--- src/mem_pkg.sv ---
/*
 * Shared types for the memory subsystem.
 * Word, address, byte-enable, wait and counter types.
 * Generic bus, AXI4-Lite, configuration and event structs.
 * Memory depth, register map and reset values.
 */
package mem_pkg;

  // ==============================
  // widths
  // ==============================
  typedef logic [31:0] word_t;       // data word.
  typedef logic [31:0] addr_t;       // byte address.
  typedef logic [3:0]  byte_en_t;    // one bit per byte lane.
  typedef logic [3:0]  wait_t;       // memory wait states.
  typedef logic [31:0] count_t;      // access counter.
  typedef logic [3:0]  reg_addr_t;   // register offset.
  typedef logic [1:0]  axil_resp_t;  // axi response code.

  localparam int MEM_WORDS = 1024;                  // memory depth in words.
  localparam int MEM_IDX_W = $clog2(MEM_WORDS);     // word index width.

  localparam reg_addr_t  REG_CTRL   = 4'h0;  // bit 0 little endian.
  localparam reg_addr_t  REG_WAIT   = 4'h4;  // wait states, low nibble.
  localparam reg_addr_t  REG_ICOUNT = 4'h8;  // fetches done.
  localparam reg_addr_t  REG_DCOUNT = 4'hC;  // loads/stores done.
  localparam wait_t      WAIT_RESET = 4'd1;
  localparam axil_resp_t RESP_OKAY  = 2'b00;

  // ==============================
  // bundles
  // ==============================
  typedef struct packed {
    logic     ren;
    logic     wen;
    addr_t    addr;
    word_t    wdata;
    byte_en_t byte_en;
  } gen_bus_req_t;  // requester toward memory.

  typedef struct packed {
    logic  busy;   // low for the completing cycle.
    word_t rdata;
  } gen_bus_rsp_t;

  typedef struct packed {
    logic  little_endian;
    wait_t wait_states;
  } mem_cfg_t;

  typedef struct packed {
    logic instr_done;
    logic data_done;
  } arb_evt_t;  // one-cycle pulses.

  typedef struct packed {
    logic      awvalid;
    reg_addr_t awaddr;
    logic      wvalid;
    word_t     wdata;
    byte_en_t  wstrb;
    logic      bready;
    logic      arvalid;
    reg_addr_t araddr;
    logic      rready;
  } axil_m2s_t;

  typedef struct packed {
    logic       awready;
    logic       wready;
    logic       bvalid;
    axil_resp_t bresp;
    logic       arready;
    logic       rvalid;
    word_t      rdata;
    axil_resp_t rresp;
  } axil_s2m_t;

endpackage

--- src/mem_cfg_regs.sv ---
/*
 * AXI4-Lite configuration registers.
 * CTRL (byte order), WAIT (memory wait states),
 * ICOUNT/DCOUNT completed access counters.
 * Single outstanding response per direction.
 */
`timescale 1ns/1ps

module mem_cfg_regs (
  input  logic               CLK,
  input  logic               nRST,
  input  mem_pkg::axil_m2s_t i_axil,
  output mem_pkg::axil_s2m_t o_axil,
  input  mem_pkg::arb_evt_t  i_evt,
  output mem_pkg::mem_cfg_t  o_cfg
);
  import mem_pkg::*;

  logic   wr_take;        // write accepted this cycle.
  logic   rd_take;        // read accepted this cycle.
  logic   bvalid;
  logic   rvalid;
  word_t  rdata;          // held read payload.
  word_t  rd_mux;
  logic   little_endian;
  wait_t  wait_states;
  count_t icount;
  count_t dcount;

  // both channels together, nothing pending.
  assign wr_take = i_axil.awvalid && i_axil.wvalid && !bvalid;
  assign rd_take = i_axil.arvalid && !rvalid;

  // ==============================
  // write channel
  // ==============================
  always_ff @(posedge CLK, negedge nRST) begin
    if (!nRST) begin
      bvalid <= 1'b0;
    end else if (wr_take) begin
      bvalid <= 1'b1;
    end else if (i_axil.bready) begin
      bvalid <= 1'b0;    // response taken.
    end
  end

  always_ff @(posedge CLK, negedge nRST) begin
    if (!nRST) begin
      little_endian <= 1'b0;        // big endian out of reset.
      wait_states   <= WAIT_RESET;
    end else if (wr_take && i_axil.wstrb[0]) begin
      case (i_axil.awaddr)
        REG_CTRL: little_endian <= i_axil.wdata[0];
        REG_WAIT: wait_states   <= i_axil.wdata[3:0];
        default:  ;                 // counters and holes are read only.
      endcase
    end
  end

  // ==============================
  // access counters
  // ==============================
  always_ff @(posedge CLK, negedge nRST) begin
    if (!nRST) begin
      icount <= '0;
      dcount <= '0;
    end else begin
      if (i_evt.instr_done) begin
        icount <= icount + count_t'(1);
      end
      if (i_evt.data_done) begin
        dcount <= dcount + count_t'(1);
      end
    end
  end

  // ==============================
  // read channel
  // ==============================
  always_comb begin
    case (i_axil.araddr)
      REG_CTRL:   rd_mux = word_t'(little_endian);
      REG_WAIT:   rd_mux = word_t'(wait_states);
      REG_ICOUNT: rd_mux = icount;
      REG_DCOUNT: rd_mux = dcount;
      default:    rd_mux = '0;      // unmapped.
    endcase
  end

  always_ff @(posedge CLK, negedge nRST) begin
    if (!nRST) begin
      rvalid <= 1'b0;
    end else if (rd_take) begin
      rvalid <= 1'b1;
    end else if (i_axil.rready) begin
      rvalid <= 1'b0;
    end
  end

  always_ff @(posedge CLK) begin
    if (rd_take) begin
      rdata <= rd_mux;   // sampled at accept.
    end
  end

  assign o_axil = '{awready: wr_take, wready: wr_take, bvalid: bvalid, bresp: RESP_OKAY,
                    arready: rd_take, rvalid: rvalid, rdata: rdata, rresp: RESP_OKAY};

  assign o_cfg = '{little_endian: little_endian, wait_states: wait_states};

  // ==============================
  // checks
  // ==============================
  a_b_hold: assert property (@(posedge CLK) disable iff (!nRST)
    bvalid && !i_axil.bready |=> bvalid)
    else $error("bvalid dropped before bready");

  a_r_hold: assert property (@(posedge CLK) disable iff (!nRST)
    rvalid && !i_axil.rready |=> rvalid && $stable(rdata))
    else $error("read response changed before rready");

endmodule

--- config.mk ---
export PLATFORM = sky130hd
export DESIGN_NAME = mem_cfg_regs
export DESIGN_NICKNAME = d
export VERILOG_FILES = /design/src/mem_pkg.sv /design/src/mem_cfg_regs.sv
export SDC_FILE = /design/constraint.sdc
export NUM_CORES = 1
export LEC_CHECK = 0
export BUFFER_PORTS_ARGS = -buffer_cell sky130_fd_sc_hd__buf_4
export CAP_MARGIN = 15
export CELL_PAD_IN_SITES_DETAIL_PLACEMENT = 0
export CELL_PAD_IN_SITES_GLOBAL_PLACEMENT = 1
export CORE_MARGIN = 2
export CORE_UTILIZATION = 39
export CTS_CLUSTER_SIZE = 40
export DETAILED_ROUTE_END_ITERATION = 12
export PLACE_DENSITY_LB_ADDON = 0.1
export SETUP_SLACK_MARGIN = 0.4
export SLEW_MARGIN = 10
export SYNTH_ARGS = -nofsm -noshare
export SYNTH_HDL_FRONTEND = slang
export SYNTH_SLANG_ARGS = --single-unit
--- constraint.sdc ---
create_clock -name CLK -period 2.2 [get_ports CLK]
set_input_delay 0.22 -clock CLK [delete_from_list [all_inputs] [get_ports CLK]]
set_output_delay 0.22 -clock CLK [all_outputs]
set_load 0.05 [all_outputs]
## After elaboration in Yosys (flattened, before gate mapping)

Cells that the tools add are included.

| word-level totals | value |
|---|---|
| register bits after elaboration | 103 |
| input port bits | 53 |
| output and inout port bits | 46 |
| word-level logic and storage cells | 30 |

| operators by class | value |
|---|---|
| add/sub/neg operators | 2 |
| equal/unequal tests | 4 |
| mux-type cells | 5 |
| reduce and logical (&&, ||, !) cells | 12 |

Operators with widths:

| operator | count |
|---|---|
| $pmux W32 S4 | 1 |
| $add A32 B1 Y32 const B | 2 |
| $eq A4 B3 Y1 const B | 2 |
| $eq A4 B4 Y1 const B | 2 |
| $logic_not A4 Y1 | 2 |
| $logic_and A1 B1 Y1 | 4 |
| $mux W1 | 4 |
| $reduce_and A2 Y1 | 2 |
| $reduce_bool A2 Y1 | 2 |
| $logic_not A1 Y1 | 2 |

## Logic depth before layout (Yosys ltp)

| depth | value |
|---|---|
| word-level depth | 4 |
| depth in mapped cells | 6 |
| gate-level depth less buffers | 5 |

## Worst setup path before layout

Ideal clock, no wire load.

| timing path | value |
|---|---|
| kind | register to output |
| from | reg rvalid |
| to | out o_axil[35] in the netlist's numbering |
| data arrival time | 2296 ps |
| required time | 1980 ps |
| slack | -316 ps |
| cell stages (with the launch flop) | 3 |
| path buffers | 1 |
| path through | dfrtp_1 nor2b_1 buf_4 |

| on the way | value |
|---|---|
| longest elaborated chain between the ends | 2 |

Ends and longest elaborated chain:

| what | line | text |
|---|---|---|
| from (decl) | mem_cfg_regs.sv:22 | `logic rvalid;` |
| from (signal assigned) | mem_cfg_regs.sv:92 | `rvalid <= 1'b0;` |
| from (signal assigned) | mem_cfg_regs.sv:94 | `rvalid <= 1'b1;` |
| from (signal assigned) | mem_cfg_regs.sv:96 | `rvalid <= 1'b0;` |
| $logic_not A1 Y1 | mem_cfg_regs.sv:32 | `assign rd_take = i_axil.arvalid && !rvalid;` |
| $logic_and A1 B1 Y1 | mem_cfg_regs.sv:32 |  |
| to (decl) | mem_cfg_regs.sv:13 | `output mem_pkg::axil_s2m_t o_axil,` |

Every way passes these cells.

## Worst setup path after layout

| timing path | value |
|---|---|
| from | reg dcount[0] |
| to | reg dcount[20] |

| on the way | value |
|---|---|
| longest elaborated chain between the ends | 1 |

Ends and longest elaborated chain:

| what | line | text |
|---|---|---|
| from (decl) | mem_cfg_regs.sv:28 | `count_t dcount;` |
| from (signal assigned) | mem_cfg_regs.sv:72 | `dcount <= dcount + count_t'(1);` |
| $add A32 B1 Y32 | mem_cfg_regs.sv:72 |  |

Every way passes these cells.
A chain may end at the register's enable or synchronous reset.

==> results.ini <==
[run_status]
status=complete, but fails checks
violations=design-rule violations

[die]
die_w_um=113
coreArea_um2=11500
ios=99
die_area_um2=12800
rows=39
start_util_pct=40.4
die-height_um=113

[placed_design]
io_buffers=63
placed_cells=566
place_congestion=0.750
dpl.hpwl_um=6720
place_area_um2=5280

[final_layout]
fin_cells=590
antenna_cells=0
num-fill-cells=1068
finalInstanceArea_um2=5680
syn_to_final_growth_pct=22.0
final_nets=497
layout-drive-gt1-share_pct=29.3

[synthesis]
synthMuxAreaShare_pct=3.12
synth-seq-cells=103
synth_xor_area_share_pct=11.7
synth_top_family_by_area=simple AND/OR/NAND/NOR gates
synth_fa_ha_area_share_pct=0.538
synthCells=368
synth_area_leaders=dfrtp_1 38%, edfxtp_1 21%, xnor2_1 7.3%
syn_area_per_cell_um2=12.6
seq_area_frac_synth_pct=58.9
synth_area_um2=4650
synth_top_area_share_pct=37.7
synth_compound_area_share_pct=5.89
synth_cell_types=39
synth-simple-area-share_pct=16.1
synth_largest_area_cell=dfrtp_1
ys_warn_count=0

[sta]
fin_crit_ns=1.71
fin_tns_setup_ns=0
finClkSkew_ns=0.00700
finalHoldViolations=0
setup_viol=0
max_freq_ghz=0.584
finalCritPeriodShare_pct=77.8
maxSlewViolCount=0
whs_ns=0.0443
max_slew_margin_pct=64.5
worst_slew_pin_slew_ns=0.533
rsz0062_at_grt=no

[global_route]
grt_max_degree=40
grt_pass1_wl_um=16000
antenna_found_initial=0
track_usage_pct=16.1
grt_overflow=0
grt_pass1_vias=2999

[routing]
antenna_left=0
wirelength_um=9970
vias=3113
via_per_inst=5.28
first_iter_violations=180
drcViolationCount=8
avgRoutedWirePerCell_um=16.9
drt_pre_antenna_iters=8

[critical_path]
path_cells=ha_2 -> nand4_4 -> or3_4 -> nor4_4 -> xnor2_1
cp_top_family=simple AND/OR/NAND/NOR gates
critical_path.max_fanout=6
endpoint_kind=flop
worst_ep_required_time_ns=2.47
cpMaxStageDelayCell=or3_4
critPathLaunchType=flop
path_buf_inv=0
critPathKind=reg2reg
critical_path_arrival_ns=1.98
crit_path_max_incr_delay_ns=0.43

[clock_network]
clock_latency_ns=0.34
clock-sinks=103
cts_made_buffers=9
path_clk_slew_ns=0.07
clock_path_buffers=2
h-tree-depth=3
root_buffer=clkbuf_16
cts_tree=built

[power]
p_per_area_nw_per_um2=810
p_leak_nw=2.49
ir_worst_vdd_mv=0.307

[flow_run]
maxCapViolCount=0

[min_path]
hp-class=in2reg

## through the flow
step / util, % / worst slack (ns) / total power, mW
3_3_place_gp: 45.9 / 0.299 / 3.09
5_1_grt: 49.3 / 0.391 / 4.82
3_5_place_dp: 45.9 / 0.279 / 3.11
6_report: 49.3 / 0.488 / 4.60
4_1_cts: 48.5 / 0.412 / 4.60
2_1_floorplan: - / 0.483 / 2.86
## power breakdown
| part | internal [mW] | leakage [nW] | switching, mW |
|---|---|---|---|
| Sequential | 2.16 | 1.24 | 0.197 |
| Combinational | 0.330 | 1.12 | 0.440 |
| Clock | 0.794 | 0.126 | 0.676 |
## what timing repair did
action	in CTS	in global routing
gates resized for setup	4	12
setup endpoints to repair	9	14
endpoints found under the hold margin	37	0
setup buffers	0	7
hold buffers	1	0
pin swaps	0	3
## state kept, by name, indices dropped and copies added, names as in the netlist
signal	cells
bvalid	1
wait_states	4
icount	32
dcount	32
rvalid	1
little_endian	1
rdata	32
## worst paths after layout
path                            start             end  slack (ns)  cells past startpoint
min in group asynchronous        nRST  wait_states[1]        0.40                      2
max in group asynchronous        nRST       dcount[4]        1.23                      3
max reg2reg                 dcount[0]      dcount[20]        0.49                      5
min                         i_axil[0]          rvalid        0.04                      2
min reg2reg                icount[31]      icount[31]        0.47                      1
max                         dcount[0]      dcount[20]        0.49                      5
## layout by cell type (no fill, tap or decap), drive strengths merged, types with 11 or more instances in the layout
master / Yosys / routed
nand4: 28 / 28
nand2: 20 / 20
a22o: 28 / 28
xor2: 23 / 23
xnor2: 39 / 39
nor3: 11 / 11
dfrtp: 70 / 70
and3: 13 / 13
edfxtp: 32 / 32
clkbuf: 9 / 12
nor2: 13 / 13
buf: 15 / 83
nand3: 14 / 14
## layer usage
metal  GRT usage [%]  up-vias  wire [µm]
met4            5.85        0        149
li1                -     1473          -
met2            24.3       79       4450
met1            23.4     1550       4890
met5               0        -          0
met3            3.00       11        483
## cell type report
cell class	instances	area [µm²]	area share [%]
Multi-Input combinational cell	238	1810	31.9
Timing Repair Buffer	84	649	11.4
Clock inverter	4	23.8	0.419
Sequential cell	103	2750	48.4
Inverter	6	22.5	0.397
Clock buffer	12	246	4.34
Tap cell	143	179	3.15
## synthesized netlist by cell type
cell      number
nor2b_1        3
a21oi_1        1
dfrtp_1       70
buf_2          2
ha_1           2
a22oi_1        3
a22o_1        27
edfxtp_1      32
xor2_1        23
or3_1          2
nor4_2         1
mux2_2        10
nand4_1       26
and2_1         4
and3_1        13
nand2_1       20
a22o_2         1
nor2_1        13
and4_1         4
buf_6          2
nor4_1         3
inv_1          6
xnor2_1       39
or4_1          1
nand4_2        2
dfstp_2        1
nor3b_1        3
nor4b_1        2
nand3b_1       1
nor3_1        11
and4_2         1
mux2i_1        1
nor4_4         2
buf_4         11
nand3_1       14
conb_1         1
clkbuf_1       8
mux4_2         1
clkbuf_2       1
## cell families after synthesis
group                      after synthesis
and+or+nand+nor                        126
DFF                                    103
xor gates and xnor gates                62
AOI/OAI and AO/OA                       32
buffers and inverters                   30
muxes                                   12
adders and majority gates                2
other                                    1
Note: power is estimated with default switching activity, not from simulation.
