### src/mem_pkg.sv
/*
 * Shared types for the memory subsystem.
 * Word, address, byte-enable, wait and counter types.
 * Generic bus, AXI4-Lite, configuration and event structs.
 * Memory depth, register map and reset values.
 */
package mem_pkg;

  // ==============================
  // widths
  // ==============================
  typedef logic [31:0] word_t;       // data word.
  typedef logic [31:0] addr_t;       // byte address.
  typedef logic [3:0]  byte_en_t;    // one bit per byte lane.
  typedef logic [3:0]  wait_t;       // memory wait states.
  typedef logic [31:0] count_t;      // access counter.
  typedef logic [3:0]  reg_addr_t;   // register offset.
  typedef logic [1:0]  axil_resp_t;  // axi response code.

  localparam int MEM_WORDS = 1024;                  // memory depth in words.
  localparam int MEM_IDX_W = $clog2(MEM_WORDS);     // word index width.

  localparam reg_addr_t  REG_CTRL   = 4'h0;  // bit 0 little endian.
  localparam reg_addr_t  REG_WAIT   = 4'h4;  // wait states, low nibble.
  localparam reg_addr_t  REG_ICOUNT = 4'h8;  // fetches done.
  localparam reg_addr_t  REG_DCOUNT = 4'hC;  // loads/stores done.
  localparam wait_t      WAIT_RESET = 4'd1;
  localparam axil_resp_t RESP_OKAY  = 2'b00;

  // ==============================
  // bundles
  // ==============================
  typedef struct packed {
    logic     ren;
    logic     wen;
    addr_t    addr;
    word_t    wdata;
    byte_en_t byte_en;
  } gen_bus_req_t;  // requester toward memory.

  typedef struct packed {
    logic  busy;   // low for the completing cycle.
    word_t rdata;
  } gen_bus_rsp_t;

  typedef struct packed {
    logic  little_endian;
    wait_t wait_states;
  } mem_cfg_t;

  typedef struct packed {
    logic instr_done;
    logic data_done;
  } arb_evt_t;  // one-cycle pulses.

  typedef struct packed {
    logic      awvalid;
    reg_addr_t awaddr;
    logic      wvalid;
    word_t     wdata;
    byte_en_t  wstrb;
    logic      bready;
    logic      arvalid;
    reg_addr_t araddr;
    logic      rready;
  } axil_m2s_t;

  typedef struct packed {
    logic       awready;
    logic       wready;
    logic       bvalid;
    axil_resp_t bresp;
    logic       arready;
    logic       rvalid;
    word_t      rdata;
    axil_resp_t rresp;
  } axil_s2m_t;

endpackage

### src/mem_arbiter.sv
/*
 * Instruction/data arbiter for the shared memory port.
 * Seven-state FSM, data first from idle, queued second request,
 * abort of a fetch withdrawn before issue.
 * Runtime byte swap of write data, byte enables and read data.
 */
`timescale 1ns/1ps

module mem_arbiter (
  input  logic                  CLK,
  input  logic                  nRST,
  input  mem_pkg::gen_bus_req_t i_ibus_req,
  output mem_pkg::gen_bus_rsp_t o_ibus_rsp,
  input  mem_pkg::gen_bus_req_t i_dbus_req,
  output mem_pkg::gen_bus_rsp_t o_dbus_rsp,
  output mem_pkg::gen_bus_req_t o_mem_req,
  input  mem_pkg::gen_bus_rsp_t i_mem_rsp,
  input  mem_pkg::mem_cfg_t     i_cfg,
  output mem_pkg::arb_evt_t     o_evt
);
  import mem_pkg::*;

  typedef enum logic [2:0] {
    IDLE,
    INSTR_REQ,       // fetch issue cycle.
    INSTR_DATA_REQ,  // fetch at memory, data queued.
    INSTR_WAIT,      // fetch at memory.
    DATA_REQ,        // data issue cycle.
    DATA_INSTR_REQ,  // data at memory, fetch queued.
    DATA_WAIT        // data at memory.
  } state_t;

  state_t       state;
  state_t       next_state;
  logic         d_pend;    // data port asking.
  logic         i_pend;    // fetch port asking.
  logic         mem_done;  // memory completes this cycle.
  logic         i_busy;
  logic         d_busy;
  gen_bus_req_t sel_req;   // owner's request before swap.
  word_t        rdata;

  // byte order reversal, shared by both directions.
  function automatic word_t swap_word(input word_t w);
    swap_word = {w[7:0], w[15:8], w[23:16], w[31:24]};
  endfunction

  // lanes follow their bytes.
  function automatic byte_en_t swap_be(input byte_en_t b);
    swap_be = {b[0], b[1], b[2], b[3]};
  endfunction

  assign d_pend   = i_dbus_req.ren || i_dbus_req.wen;
  assign i_pend   = i_ibus_req.ren;
  assign mem_done = !i_mem_rsp.busy;

  // ==============================
  // state machine
  // ==============================
  always_ff @(posedge CLK, negedge nRST) begin
    if (!nRST) begin
      state <= IDLE;
    end else begin
      state <= next_state;
    end
  end

  always_comb begin
    next_state = state;
    case (state)
      IDLE: begin
        if (d_pend) next_state = DATA_REQ;          // data wins a tie.
        else if (i_pend) next_state = INSTR_REQ;
      end
      INSTR_REQ: begin
        if (!i_pend) next_state = IDLE;             // fetch withdrawn, abort.
        else if (d_pend) next_state = INSTR_DATA_REQ;
        else next_state = INSTR_WAIT;
      end
      INSTR_WAIT: begin
        if (mem_done) next_state = d_pend ? DATA_REQ : IDLE;
        else if (d_pend) next_state = INSTR_DATA_REQ;
      end
      INSTR_DATA_REQ: begin
        if (mem_done) next_state = DATA_WAIT;       // queued data goes straight out.
      end
      DATA_REQ: begin
        if (i_pend) next_state = DATA_INSTR_REQ;
        else next_state = DATA_WAIT;
      end
      DATA_WAIT: begin
        if (mem_done) next_state = i_pend ? INSTR_REQ : IDLE;
        else if (i_pend) next_state = DATA_INSTR_REQ;
      end
      DATA_INSTR_REQ: begin
        if (mem_done) next_state = i_pend ? INSTR_WAIT : IDLE;
        else if (!i_pend) next_state = DATA_WAIT;   // queued fetch dropped.
      end
      default: next_state = IDLE;
    endcase
  end

  // ==============================
  // request mux and busy routing
  // ==============================
  always_comb begin
    sel_req = '0;   // nothing at memory in idle and issue cycles.
    i_busy  = 1'b1;
    d_busy  = 1'b1;
    case (state)
      INSTR_WAIT, INSTR_DATA_REQ: begin
        sel_req     = i_ibus_req;
        sel_req.wen = 1'b0;         // fetch port only reads.
        i_busy      = i_mem_rsp.busy;
      end
      DATA_WAIT, DATA_INSTR_REQ: begin
        sel_req = i_dbus_req;
        d_busy  = i_mem_rsp.busy;
      end
      default: begin
        sel_req = '0;
      end
    endcase
  end

  // little endian bus, memory kept big endian.
  always_comb begin
    o_mem_req = sel_req;
    if (i_cfg.little_endian) begin
      o_mem_req.wdata   = swap_word(sel_req.wdata);
      o_mem_req.byte_en = swap_be(sel_req.byte_en);
    end
  end

  assign rdata = i_cfg.little_endian ? swap_word(i_mem_rsp.rdata) : i_mem_rsp.rdata;

  assign o_ibus_rsp = '{busy: i_busy, rdata: rdata};
  assign o_dbus_rsp = '{busy: d_busy, rdata: rdata};
  assign o_evt      = '{instr_done: !i_busy, data_done: !d_busy};  // completing cycle.

  // ==============================
  // checks
  // ==============================
  a_mem_one_op: assert property (@(posedge CLK) disable iff (!nRST)
    !(o_mem_req.ren && o_mem_req.wen))
    else $error("memory sees read and write together");

  a_one_done: assert property (@(posedge CLK) disable iff (!nRST)
    i_busy || d_busy)
    else $error("both ports complete in one cycle");

endmodule

### config.mk
export PLATFORM = sky130hd
export DESIGN_NAME = mem_arbiter
export DESIGN_NICKNAME = d
export VERILOG_FILES = /design/src/mem_pkg.sv /design/src/mem_arbiter.sv
export SDC_FILE = /design/constraint.sdc
export NUM_CORES = 1
export LEC_CHECK = 0
export ABC_CLOCK_PERIOD_IN_PS = 2000
export BUFFER_PORTS_ARGS = -buffer_cell sky130_fd_sc_hd__clkbuf_2
export CAP_MARGIN = 0
export CORE_AREA = 10 10 116 118
export CTS_CLUSTER_DIAMETER = 100
export DETAILED_ROUTE_END_ITERATION = 12
export DIE_AREA = 0 0 126 128
export PLACE_DENSITY_LB_ADDON = 0.08
export SLEW_MARGIN = 20
export SYNTH_ARGS = -nofsm -noshare
export SYNTH_HDL_FRONTEND = slang
export SYNTH_SLANG_ARGS = --single-unit
export TNS_END_PERCENT = 50
### constraint.sdc
create_clock -name CLK -period 2 [get_ports CLK]
set_input_delay 0.1 -clock CLK [delete_from_list [all_inputs] [get_ports CLK]]
set_output_delay 0.1 -clock CLK [all_outputs]
set_load 0.01 [all_outputs]
**Word level (Yosys, flattened, before mapping)**

Index checks and enable logic that the tools add are counted.

- Eq/ne operators: 11
- Mux-type cells: 21
- Reduce and logical (&&, ||, !) cells: 7

Operators with widths:

| cell | number |
|---|---|
| one-hot mux 70 bit (2 select lines) | 1 |
| two-way mux 36 bit | 1 |
| two-way mux 32 bit | 1 |
| two-way mux 3 bit | 10 |
| one-hot mux 3 bit (7 select lines) | 1 |
| inequality test 3 bit, second input constant | 4 |
| == test 3 bit, second input constant | 3 |
| == test 3 x 2 -> 1 bit, second input constant | 2 |
| two-way mux 2 bit | 3 |
| AND reduction 5 bit | 1 |
| two-way mux 1 bit | 4 |
| OR reduction 2 bit | 2 |
| == test 3 x 1 -> 1 bit, second input constant | 1 |
| zero test 3 bit | 1 |
| zero test 1 bit | 2 |
| inequality test 2 bit, second input constant | 1 |
| logical OR 1 bit | 1 |

- Register bits after elaboration: 3
- Input port bits: 180
- Output and inout bits: 138
- Word-level logic and storage cells: 40

**Depth between registers and ports, before layout**

- Depth in word-level cells: 4
- Depth in mapped cells: 7
- Gate-level depth less buffers: 4

**Worst setup path before layout**

No wires, ideal clock.

- Kind: reg2out
- Start point: register state[1]
- End point: output port o_mem_req[10] in the netlist's numbering
- Arrival: 1.417 ns
- Setup slack: 0.483 ns
- Stages on the path, launching flop included: 6
- Buffers on the path: 2
- Cells stage by stage: dfrtp_1 > nor2b_4 > buf_6 > buf_6 > a32o_1 > o32a_1

RTL lines:

| what | RTL line | source |
|---|---|---|
| start: declaration | mem_arbiter.sv:33 | `state_t state;` |
| start signal: assignment | mem_arbiter.sv:64 | `state <= next_state;` |
| end: declaration | mem_arbiter.sv:16 | `output mem_pkg::gen_bus_req_t o_mem_req,` |

==> metrics.md <==
| Metric | Value |
|---|---|
| Status | `finished, final reports clean` |
| I/O pins | `318` |
| YS warnings | `0` |
| Hold Crit Endpoint | `state[0]` |
| Period Utilization, post-route | `96.0%` |
| Crit path buffers/inverters | `1` |
| Final setup viols | `0` |
| Setup Skew | `1.44 ps` |
| Leak pwr | `2.15 nW` |
| Std cell rows | `39` |
| Initial Utilization | `23.1%` |
| FF+latch count, synth | `3` |
| Final wirelength | `14800 um` |
| Post-Syn Area | `0.00259 sq mm` |
| DRC violations left | `0` |
| Critical R2R Capture | `state[2]` |
| Capturing element type of the critical path | `output port` |
| Largest register FFs | `3` |
| Final Hold Viols | `0` |
| Max-cap violation count | `0` |
| Fmax achieved | `521 MHz` |
| CTS buffer count | `3` |
| Startpoint Class | `flop` |
| Pre-CTS setup slack | `101 ps` |
| Hold Startpoint | `i_mem_rsp[32]` |
| Cell count after synthesis | `358` |
| Pwr Total | `4.59 mW` |
| Antenna fix cells | `0` |
| Clock Sinks | `3` |
| Area grow syn2layout | `58.5%` |
| Root Buffer | `clkbuf_16` |
| R2R Path Start | `state[0]` |
| Final worst slack | `79.7 ps` |
| Dpl hpwl | `12300 um` |
| Nets | `791` |
| TritonCTS clock tree | `done` |
| Biggest register | `state` |
| IO buf count | `312` |
| Clock slew at reported path FFs | `30 ps` |
| CORE AREA | `0.0112 sq mm` |
| Initial antenna violation count | `0` |
| Slew margin rel. | `63.8%` |
| Worst Reg-to-Reg Cells | `4` |
| Largest net degree at the start of global routing | `105` |
| Crit Path Category | `flop to output port` |
| Starting DRC count in detailed routing | `220` |
| Most frequent cell after synthesis | `nand2_1` |
| 1st-pass router iterations | `5` |
| Area share of the largest cell type after synthesis | `14.3%` |
| CP Max Fanout | `18` |
| Die H | `128 um` |
| Yosys cell types | `28` |
| CP arrival | `1820 ps` |
| EDFF count, synth | `0` |
| CP cell instances | `nor2b_4 > a32o_1 > o32a_1 > clkbuf_2` |
| Syn_nets | `538` |
| Biggest regs | `state: 3 flops` |
| Chip width | `126 um` |
| Biggest area consumer among synthesized cells | `mux2_2` |
| Synth Flop Type | `dfrtp_1` |
| Hold Crit Depth | `3` |
| Max clock buf depth | `2` |
| Placed inst area | `0.00396 sq mm` |
| Die area | `0.0161 sq mm` |
| WP data required | `1900 ps` |
| Fin area | `0.00410 sq mm` |
| Number of routed nets with antenna violations | `0` |
| Synth area leaders | `mux2_2, a32o_1, o32a_1` |
| Slowest cell on crit path | `nor2b_4` |
| Via density | `5.18` |
| Worst hold path class | `input port to flop` |
| Async set-reset flop share out of synthesis | `100%` |
| Worst Tran Pin Value | `541 ps` |
| Register area share after synthesis | `2.90%` |
| Final min period | `1920 ps` |
| Clock latency at the later pin of the worst-skew pair | `220 ps` |
| Crit-path leading delay family | `simple AND/OR/NAND/NOR gates` |
| Vias | `3899` |
| CP peak stage delay | `500 ps` |
| Total grt overflow | `0` |
| Gr usage total | `16.6%` |
| RSZ-0062 raised after global routing | `no` |
| H-tree levels | `1` |
| Vias in the first global route | `4085` |
| Count of pins over their slew limit | `0` |
| WL per Instance | `19.7 um` |
| Flop-to-flop setup slack | `470 ps` |
| Mean post-synth cell area | `7.23 sq um` |
| Post-synth top cells | `nand2_1, buf_4, nor2_1, a32o_1, o32a_1` |
| First-pass GRT wire length | `22200 um` |
| PD cells | `1120 mW/mm^2` |
| Share of cells above drive strength 1 | `60.5%` |
| Routability cong. | `0.814` |
| Peak supply drop | `0.000631 V` |
[metal layers]
layer / wire (um) / global-route usage, % / vias up / share of wire (%)
li1: - / - / 1875 / -
met4: 124 / 2.95 / 0 / 0.84
met5: 0 / 0 / - / 0
met1: 5180 / 16.4 / 1807 / 35
met3: 1700 / 6.53 / 8 / 11
met2: 7830 / 32.3 / 209 / 53
[worst register-to-register path: cells and delay by family (launching register included)]
| family | cells | cell delay [ps] |
|---|---|---|
| adders and majority gates | 1 | 330 |
| DFF | 1 | 520 |
| buffers and inverters | 2 | 250 |
| AOI/OAI and AO/OA | 1 | 310 |
[logic make-up (layout without fill, tap and decap cells)]
group,count (synthesis),count (layout),share of synthesized area [%]
adder cells (fa/ha/maj),2,2,0.773
flip-flops,3,3,2.90
multiplexers,33,33,14.3
AO/OA/AOI/OAI,148,148,48.2
AND/OR/NAND/NOR,89,90,14.2
buffers and inverters,83,334,19.6
[repair_timing]
item,in CTS,in global routing
pin swaps,1,1
buffers inserted,0,3
gates resized for setup,1,2
endpoints found under the hold margin,3,0
endpoints found under the setup margin,37,27
hold buffers,1,0
cloned,1,0
[area by class of cell]
| class | count | area [sq um] |
|---|---|---|
| timing repair buffer | 326 | 1720 |
| sequential | 3 | 77.6 |
| inverter | 4 | 15.0 |
| clock buffer | 4 | 78.8 |
| tap | 143 | 179 |
| multi-input combinational | 273 | 2030 |
| fill | 1221 | 7120 |
[stage by stage]
stage	instances	hold slack, ps	utilization, %	TNS, ps
finish	753	183	36.6	0
global route	753	217	36.6	0
CTS	750	190	36.2	-1130
detailed placement	744	-98.8	35.3	0
global placement	744	-100	35.3	0
floorplan	358	-196	-	0
[worst max path at each step]
stage / start / end / slack, ps / cells after the start
finish: state[0] / o_mem_req[12] / 80 / 4
CTS: state[1] / o_mem_req[48] / -80 / 5
floorplan: state[1] / o_mem_req[10] / 480 / 5
global route: state[0] / o_mem_req[12] / 6 / 4
detailed placement: state[1] / o_mem_req[12] / 100 / 4
global placement: state[1] / o_mem_req[0] / 120 / 4
[where the power goes]
group / internal [mW] / switching [mW] / leakage, nW
clock: 0.263 / 0.0548 / 0.0382
combinational: 1.80 / 2.30 / 2.07
sequential: 0.0935 / 0.0794 / 0.0339
[placed cells by master, fill, tap and decap left out, drive strengths merged]
cell type and instances:
clkbuf 315, nand2 41, nor2 37, o21ai 37, a32o 36, o32a 36
mux2 33, a22o 32, buf 14, nor2b 5, inv 4, nand2b 3
dfrtp 3, a21oi 2, and2 2, maj3 2, o221ai 2, a21boi 1
o22ai 1, nand3 1, nor3 1, a221o 1, dlygate4sd3 1
No activity file was read; power rests on OpenSTA's default activity.
